--- config.mk ---
export PLATFORM = sky130hd
export DESIGN_NAME = conv_top
export DESIGN_NICKNAME = d
export VERILOG_FILES = /design/src/hw/conv_pkg.sv /design/src/hw/row_loader.sv /design/src/hw/pixel_buffer.sv /design/src/hw/mac_stage.sv /design/src/hw/conv_engine.sv /design/src/hw/conv_top.sv
export SDC_FILE = /design/constraint.sdc
export NUM_CORES = 1
export LEC_CHECK = 0
export BUFFER_PORTS_ARGS = -buffer_cell sky130_fd_sc_hd__buf_2
export CAP_MARGIN = 20
export CELL_PAD_IN_SITES_DETAIL_PLACEMENT = 1
export CELL_PAD_IN_SITES_GLOBAL_PLACEMENT = 1
export CORE_UTILIZATION = 40
export CTS_CLUSTER_SIZE = 12
export DETAILED_ROUTE_END_ITERATION = 12
export GPL_ROUTABILITY_DRIVEN = 0
export GPL_TIMING_DRIVEN = 0
export PLACE_DENSITY = 0.76
export SETUP_SLACK_MARGIN = 0.02
export SYNTH_ARGS = -nofsm -noshare
export SYNTH_HDL_FRONTEND = slang
export SYNTH_SLANG_ARGS = --single-unit
--- constraint.sdc ---
create_clock -name clk -period 14.8 [get_ports clk]
set_input_delay 2.22 -clock clk [delete_from_list [all_inputs] [get_ports clk]]
set_output_delay 2.22 -clock clk [all_outputs]
set_load 0.02 [all_outputs]
--- src/hw/conv_pkg.sv ---
package conv_pkg;

	// row geometry
	localparam int PIXELS_PER_ROW = 32;
	localparam int TAPS = 3;
	localparam int RESULTS_PER_ROW = PIXELS_PER_ROW - TAPS + 1;

	// buffer entries, also the credit count after reset
	localparam int BUF_DEPTH = 8;

	// signed pixel and accumulator widths
	typedef logic signed [7:0] pixel_t;
	typedef logic signed [17:0] acc_t;

	// pixel i sits in bits 8i+7 .. 8i
	typedef logic [PIXELS_PER_ROW*8-1:0] row_t;

	// needs to hold the value BUF_DEPTH itself
	typedef logic [3:0] credit_t;
	typedef logic [2:0] buf_addr_t;

	// fixed second-difference kernel
	localparam pixel_t KERNEL [TAPS] = '{-8'sd1, 8'sd2, -8'sd1};

	// one pixel on its way from the loader to the engine
	typedef struct packed {
		pixel_t pixel;
		logic last;
	} pixel_beat_t;

	// one convolution output on the result stream
	typedef struct packed {
		acc_t value;
		logic last;
	} result_beat_t;

	typedef enum logic {
		IDLE,
		SEND
	} loader_state_t;

	typedef enum logic {
		FILL,
		RUN
	} engine_state_t;

endpackage

--- src/hw/row_loader.sv ---
module row_loader (
	input logic clk,
	input logic rst,
	input logic start,
	input conv_pkg::row_t row,
	output logic busy,
	output logic push,
	output conv_pkg::pixel_beat_t push_beat,
	input logic credit_return
);

	conv_pkg::loader_state_t state;

	// latched copy of the row being sent
	conv_pkg::row_t row_q;

	// index of the next pixel to push
	logic [4:0] idx;

	// free entries in the pixel buffer
	conv_pkg::credit_t credit_count;

	logic take_start;
	logic last_pixel;

	assign busy = (state == conv_pkg::SEND);
	assign take_start = start && !busy;
	assign last_pixel = (idx == 5'(conv_pkg::PIXELS_PER_ROW - 1));

	// send only while the buffer has room
	assign push = busy && (credit_count != '0);

	assign push_beat.pixel = row_q[{idx, 3'b000} +: 8];
	assign push_beat.last = last_pixel;

	always_ff @(posedge clk) begin
		if (take_start) begin
			row_q <= row;
		end
	end

	always_ff @(posedge clk) begin
		if (rst) begin
			state <= conv_pkg::IDLE;
			idx <= '0;
		end else begin
			case (state)
				conv_pkg::IDLE: begin
					if (start) begin
						state <= conv_pkg::SEND;
						idx <= '0;
					end
				end
				conv_pkg::SEND: begin
					if (push) begin
						idx <= idx + 5'd1;
						// pixel 31 done, busy drops next cycle
						if (last_pixel) begin
							state <= conv_pkg::IDLE;
						end
					end
				end
				default: begin
					state <= conv_pkg::IDLE;
				end
			endcase
		end
	end

	// a push and a return together cancel out
	always_ff @(posedge clk) begin
		if (rst) begin
			credit_count <= conv_pkg::credit_t'(conv_pkg::BUF_DEPTH);
		end else begin
			case ({push, credit_return})
				2'b10: credit_count <= credit_count - 4'd1;
				2'b01: credit_count <= credit_count + 4'd1;
				default: credit_count <= credit_count;
			endcase
		end
	end

endmodule

--- src/hw/pixel_buffer.sv ---
module pixel_buffer (
	input logic clk,
	input logic rst,
	input logic push,
	input conv_pkg::pixel_beat_t push_beat,
	input logic pop,
	output logic avail,
	output conv_pkg::pixel_beat_t head_beat,
	output logic credit_return
);

	conv_pkg::pixel_beat_t mem [conv_pkg::BUF_DEPTH];

	conv_pkg::buf_addr_t wr_ptr;
	conv_pkg::buf_addr_t rd_ptr;

	// entries currently held
	conv_pkg::credit_t count;

	assign avail = (count != '0);
	assign head_beat = mem[rd_ptr];

	// no full check here, the loader only pushes with a credit in hand
	always_ff @(posedge clk) begin
		if (push) begin
			mem[wr_ptr] <= push_beat;
		end
	end

	always_ff @(posedge clk) begin
		if (rst) begin
			wr_ptr <= '0;
			rd_ptr <= '0;
		end else begin
			// pointers wrap at the buffer depth
			if (push) begin
				wr_ptr <= wr_ptr + 3'd1;
			end
			if (pop) begin
				rd_ptr <= rd_ptr + 3'd1;
			end
		end
	end

	always_ff @(posedge clk) begin
		if (rst) begin
			count <= '0;
		end else begin
			case ({push, pop})
				2'b10: count <= count + 4'd1;
				2'b01: count <= count - 4'd1;
				default: count <= count;
			endcase
		end
	end

	// one credit back per entry freed, a cycle after the pop
	always_ff @(posedge clk) begin
		if (rst) begin
			credit_return <= 1'b0;
		end else begin
			credit_return <= pop;
		end
	end

endmodule

--- src/hw/mac_stage.sv ---
module mac_stage (
	input logic clk,
	input logic rst,
	input logic en,
	input conv_pkg::pixel_t pixel,
	input conv_pkg::pixel_t weight,
	input conv_pkg::acc_t sum_in,
	output conv_pkg::acc_t sum_out
);

	conv_pkg::acc_t product;

	// both operands sign extended to the accumulator width
	assign product = conv_pkg::acc_t'(weight) * conv_pkg::acc_t'(pixel);

	always_ff @(posedge clk) begin
		if (rst) begin
			sum_out <= '0;
		end else if (en) begin
			sum_out <= sum_in + product;
		end
	end

endmodule

--- src/hw/conv_engine.sv ---
module conv_engine (
	input logic clk,
	input logic rst,
	input logic avail,
	input conv_pkg::pixel_beat_t head_beat,
	output logic pop,
	output logic result_valid,
	output conv_pkg::result_beat_t result_beat,
	input logic result_ready,
	output logic row_done
);

	conv_pkg::engine_state_t state;

	// pixels popped so far in this row
	logic [4:0] pix_cnt;

	// partial sums along the transposed chain
	conv_pkg::acc_t sum0;
	conv_pkg::acc_t sum1;
	conv_pkg::acc_t sum2;

	logic out_free;
	logic emit;
	logic res_last;
	logic accept;

	// result slot is free when empty or being taken this cycle
	assign out_free = !result_valid || result_ready;
	assign pop = avail && out_free;

	// warm-up pops only fill the chain
	assign emit = pop && (state == conv_pkg::RUN);
	assign accept = result_valid && result_ready;

	mac_stage i_stage0 (
		.clk(clk),
		.rst(rst),
		.en(pop),
		.pixel(head_beat.pixel),
		.weight(conv_pkg::KERNEL[2]),
		.sum_in('0),
		.sum_out(sum0)
	);

	mac_stage i_stage1 (
		.clk(clk),
		.rst(rst),
		.en(pop),
		.pixel(head_beat.pixel),
		.weight(conv_pkg::KERNEL[1]),
		.sum_in(sum0),
		.sum_out(sum1)
	);

	// the last stage doubles as the result register
	mac_stage i_stage2 (
		.clk(clk),
		.rst(rst),
		.en(pop),
		.pixel(head_beat.pixel),
		.weight(conv_pkg::KERNEL[0]),
		.sum_in(sum1),
		.sum_out(sum2)
	);

	assign result_beat.value = sum2;
	assign result_beat.last = res_last;

	always_ff @(posedge clk) begin
		if (rst) begin
			state <= conv_pkg::FILL;
			pix_cnt <= '0;
		end else if (pop) begin
			if (head_beat.last) begin
				// sums spanning two rows never get out
				state <= conv_pkg::FILL;
				pix_cnt <= '0;
			end else begin
				pix_cnt <= pix_cnt + 5'd1;
				if (state == conv_pkg::FILL && pix_cnt == 5'(conv_pkg::TAPS - 2)) begin
					state <= conv_pkg::RUN;
				end
			end
		end
	end

	always_ff @(posedge clk) begin
		if (emit) begin
			res_last <= head_beat.last;
		end
	end

	always_ff @(posedge clk) begin
		if (rst) begin
			result_valid <= 1'b0;
			row_done <= 1'b0;
		end else begin
			if (emit) begin
				result_valid <= 1'b1;
			end else if (result_ready) begin
				result_valid <= 1'b0;
			end
			// pulse once the final result has left
			row_done <= accept && result_beat.last;
		end
	end

endmodule

--- src/hw/conv_top.sv ---
module conv_top (
	input logic clk,
	input logic rst,
	input logic start,
	input conv_pkg::row_t row,
	output logic busy,
	output logic result_valid,
	output conv_pkg::result_beat_t result_beat,
	input logic result_ready,
	output logic row_done
);

	// loader to buffer
	logic push;
	conv_pkg::pixel_beat_t push_beat;
	logic credit_return;

	// buffer to engine
	logic avail;
	logic pop;
	conv_pkg::pixel_beat_t head_beat;

	row_loader i_loader (
		.clk(clk),
		.rst(rst),
		.start(start),
		.row(row),
		.busy(busy),
		.push(push),
		.push_beat(push_beat),
		.credit_return(credit_return)
	);

	pixel_buffer i_buffer (
		.clk(clk),
		.rst(rst),
		.push(push),
		.push_beat(push_beat),
		.pop(pop),
		.avail(avail),
		.head_beat(head_beat),
		.credit_return(credit_return)
	);

	conv_engine i_engine (
		.clk(clk),
		.rst(rst),
		.avail(avail),
		.head_beat(head_beat),
		.pop(pop),
		.result_valid(result_valid),
		.result_beat(result_beat),
		.result_ready(result_ready),
		.row_done(row_done)
	);

endmodule

==> metrics.md <==
| Metric | Value |
|---|---|
| Status | `completed` |
| Clk slew on worst S/H paths | `roughly 0.060 ns` |
| H-tree depth | `2` |
| Startpoint Class | `register` |
| Cell row count | `76` |
| CP max stage delay | `roughly 0.45 ns` |
| CP arrival | `5.67 ns` |
| Kind of end point of the critical path | `register` |
| Final WL | `48.35 mm` |
| I/O Buffers | `280` |
| Final TNS setup | `0 ns` |
| P&R area growth vs syn | `20.73%` |
| Post-synthesis cell count | `1114` |
| Mapped Nets | `around 1400` |
| #FFs+latches synth | `415` |
| Area share of the largest cell type after synthesis | `0.5620` |
| Layout cells sized above 1 | `0.3272` |
| CP max-delay cell | `a311oi_1` |
| Hold Fails Final Rpt | `0` |
| CTS Buf Count | `44` |
| Largest net degree at the start of global routing | `150` |
| Worst min path class | `reg2reg` |
| Count of maximum capacitance violations | `0` |
| Core area | `43170 um^2` |
| Max-Slew Margin vs Limit | `0.3170` |
| Crit Path Category | `reg2reg` |
| Placed inst area | `19820 um^2` |
| Global-route total usage across every layer | `0.2195` |
| Post-synth top area cell | `edfxtp_1` |
| Synth Cell Area | `approximately 18000 um^2` |
| DR iter-0 viols | `691` |
| Sink Count | `between 400 and 500` |
| Peak VDD IR | `between 100 and 150 uV` |
| Die Span X | `211.6 um` |
| Ys async rst share | `0` |
| CTS tree | `done` |
| Yosys Warn Count | `0` |
| Pleak | `7.788 nW` |
| Power, Total | `3.899 mW` |
| Ranking of synthesized cells by area | `edfxtp_1 (56%), mux4_2 (12%), dfxtp_1 (9.8%), ha_1 (3.4%), a21oi_1 (1.8%)` |
| TritonRoute pass-1 iters | `5` |
| Power Dens Cells | `183.7 nW/um^2` |
| IO Pins | `282` |
| Hold buffers post-CTS | `0` |
| Via density | `about 5.4` |
| CP cell instances | `clkbuf_1, buf_4, buf_2, mux4_2, mux2i_1, ha_1, nand2_2, nor3_2, nand3_1, ha_1, inv_1, ha_1, nand3_1, nand3b_1, a311oi_1, nor2_1, or3_1, nand3_1` |
| Initial antenna violation count | `25` |
| Sequential share of the synthesized area | `0.6599` |
| RSZ-0062 raised after global routing | `no` |
| First-pass GRT wire length | `between 70 and 80 mm` |
| Wire per inst | `23.41 um` |
| Post-CTS Setup Inserts | `0` |
| Post-Layout Inst Area | `21220 um^2` |
| Cts repair resizes | `0` |
| Most frequent cells in the layout | `edfxtp_1 (329), buf_2 (286), mux4_2 (96)` |
| Fin. max-slew vios | `0` |
| Max Root-Sink Buffers | `3` |
| Post-synth EDFFs | `329` |
| Final setup violation count | `0` |
| Post-layout util | `0.4916` |
| Initial core utilization | `0.4072` |
| Synth Flop Type | `edfxtp_1` |
| Skew-Pair Late Insertion Delay | `approximately 0.61 ns` |
| Fmax achieved | `0.1940 GHz` |
| Placed wire-length estimate | `35.23 mm` |
| Post-synthesis cell type count | `66` |
| Final worst path period need | `5.155 ns` |
| Syn Area/Cell | `15.78 um^2` |
| Fin crit share | `0.3483` |
| Worst-margin pin slew | `1.021 ns` |
| Nets | `1759` |
| CTS root buffer | `clkbuf_16` |
| Die area | `about 45000 um^2` |
| Remaining global-route overflow | `0` |
| Die H | `~210 um` |
| Most common cell after layout, fill and taps aside | `edfxtp_1` |
| Critical path required time | `15.32 ns` |
| Vias | `11100` |
| Crit path max fanout | `10` |
| Post-Route Skew | `0.04322 ns` |
| DRT antenna net count | `0` |
| DRC viols | `0` |
| Vias in the first global route | `around 12000` |
flip-flops by register name (all words and copies together), names as in the netlist, named ones only:
name	flops
i_buffer.count	4
i_buffer.credit_return	1
i_buffer.mem	72
i_buffer.rd_ptr	3
i_buffer.wr_ptr	3
i_engine.i_stage0.sum_out	18
i_engine.i_stage1.sum_out	18
i_engine.i_stage2.sum_out	18
i_engine.pix_cnt	5
i_engine.res_last	1
i_engine.result_valid	1
i_engine.row_done	1
i_engine.state	1
i_loader.busy	1
i_loader.credit_count	4
i_loader.idx	5
i_loader.row_q	256
power by group:
group | leakage (nW) | switching (mW) | internal [mW]
clock network | 0.655 | 0.457 | 0.589
registers | 3.80 | 0.0623 | 1.40
logic | 3.33 | 0.837 | 0.553
routing by layer:
metal	track usage	share of wire	vias to the layer above
met1	0.2547	0.39	5591
li1	-	-	5020
met5	0	0.0043	-
met4	0.06197	0.020	32
met3	0.06097	0.067	98
met2	0.3945	0.52	357
cells in the mapped netlist (all sizes together), types with 15 or more instances:
cell      n
nor2     67
mux4     96
ha       48
dfxtp    86
o21ai    23
buf      19
nor3     25
xor2     16
a21o     15
nand3    27
nand2    77
xnor2    22
clkbuf   36
inv      24
a21oi    63
edfxtp  329
metrics by stage:
step           std cells  hold slack (ns)  setup slack (ns)
4_1_cts             2056           0.4488             9.628
2_1_floorplan       1114           0.4322             6.896
6_report            2065           0.4451             9.645
5_1_grt             2063           0.4664             9.336
3_3_place_gp        1979           0.4350             5.145
3_5_place_dp        1984           0.4426             9.685
final cells by class:
| class | count | area, um^2 |
|---|---|---|
| diodes | 7 | 17.52 |
| plain buffers | 55 | 244.0 |
| clock buffers | 61 | 1242 |
| clock inverters | 11 | 115.1 |
| fillers | 4345 | 21950 |
| inverters | 25 | 101.3 |
| multi-input cells | 619 | 5667 |
| flip-flops and latches | 415 | 11600 |
| well taps | 585 | 732.0 |
| repair buffers | 287 | 1504 |
final timing paths:
path / startpoint / end / slack (ns) / depth (start not counted)
max: register / i_engine.i_stage2.sum_out[15] / 9.65 / 18
min: i_engine.i_stage2.sum_out[12] / i_engine.i_stage2.sum_out[12] / 0.45 / 2
max reg2reg: register / i_engine.i_stage2.sum_out[15] / 9.65 / 18
min reg2reg: i_engine.i_stage2.sum_out[12] / i_engine.i_stage2.sum_out[12] / 0.45 / 2
critical path: cells and delay by family, from the launching register on:
kind                       cells  cell delay (ns)
buffers and inverters          4             1.03
muxes                          2             0.71
and+or+nand+nor                8             1.53
DFF                            1             0.31
AOI/OAI and AO/OA              1             0.45
adders and majority gates      3             1.08
cell families after synthesis:
kind of cell,share of synthesized area
flops,0.6599
simple gates,0.06719
compound gates,0.05829
mux,0.1373
buf+inv,0.01922
fa+ha+maj,0.03872
xor+xnor,0.01936
(Power assumes the default switching activity.)
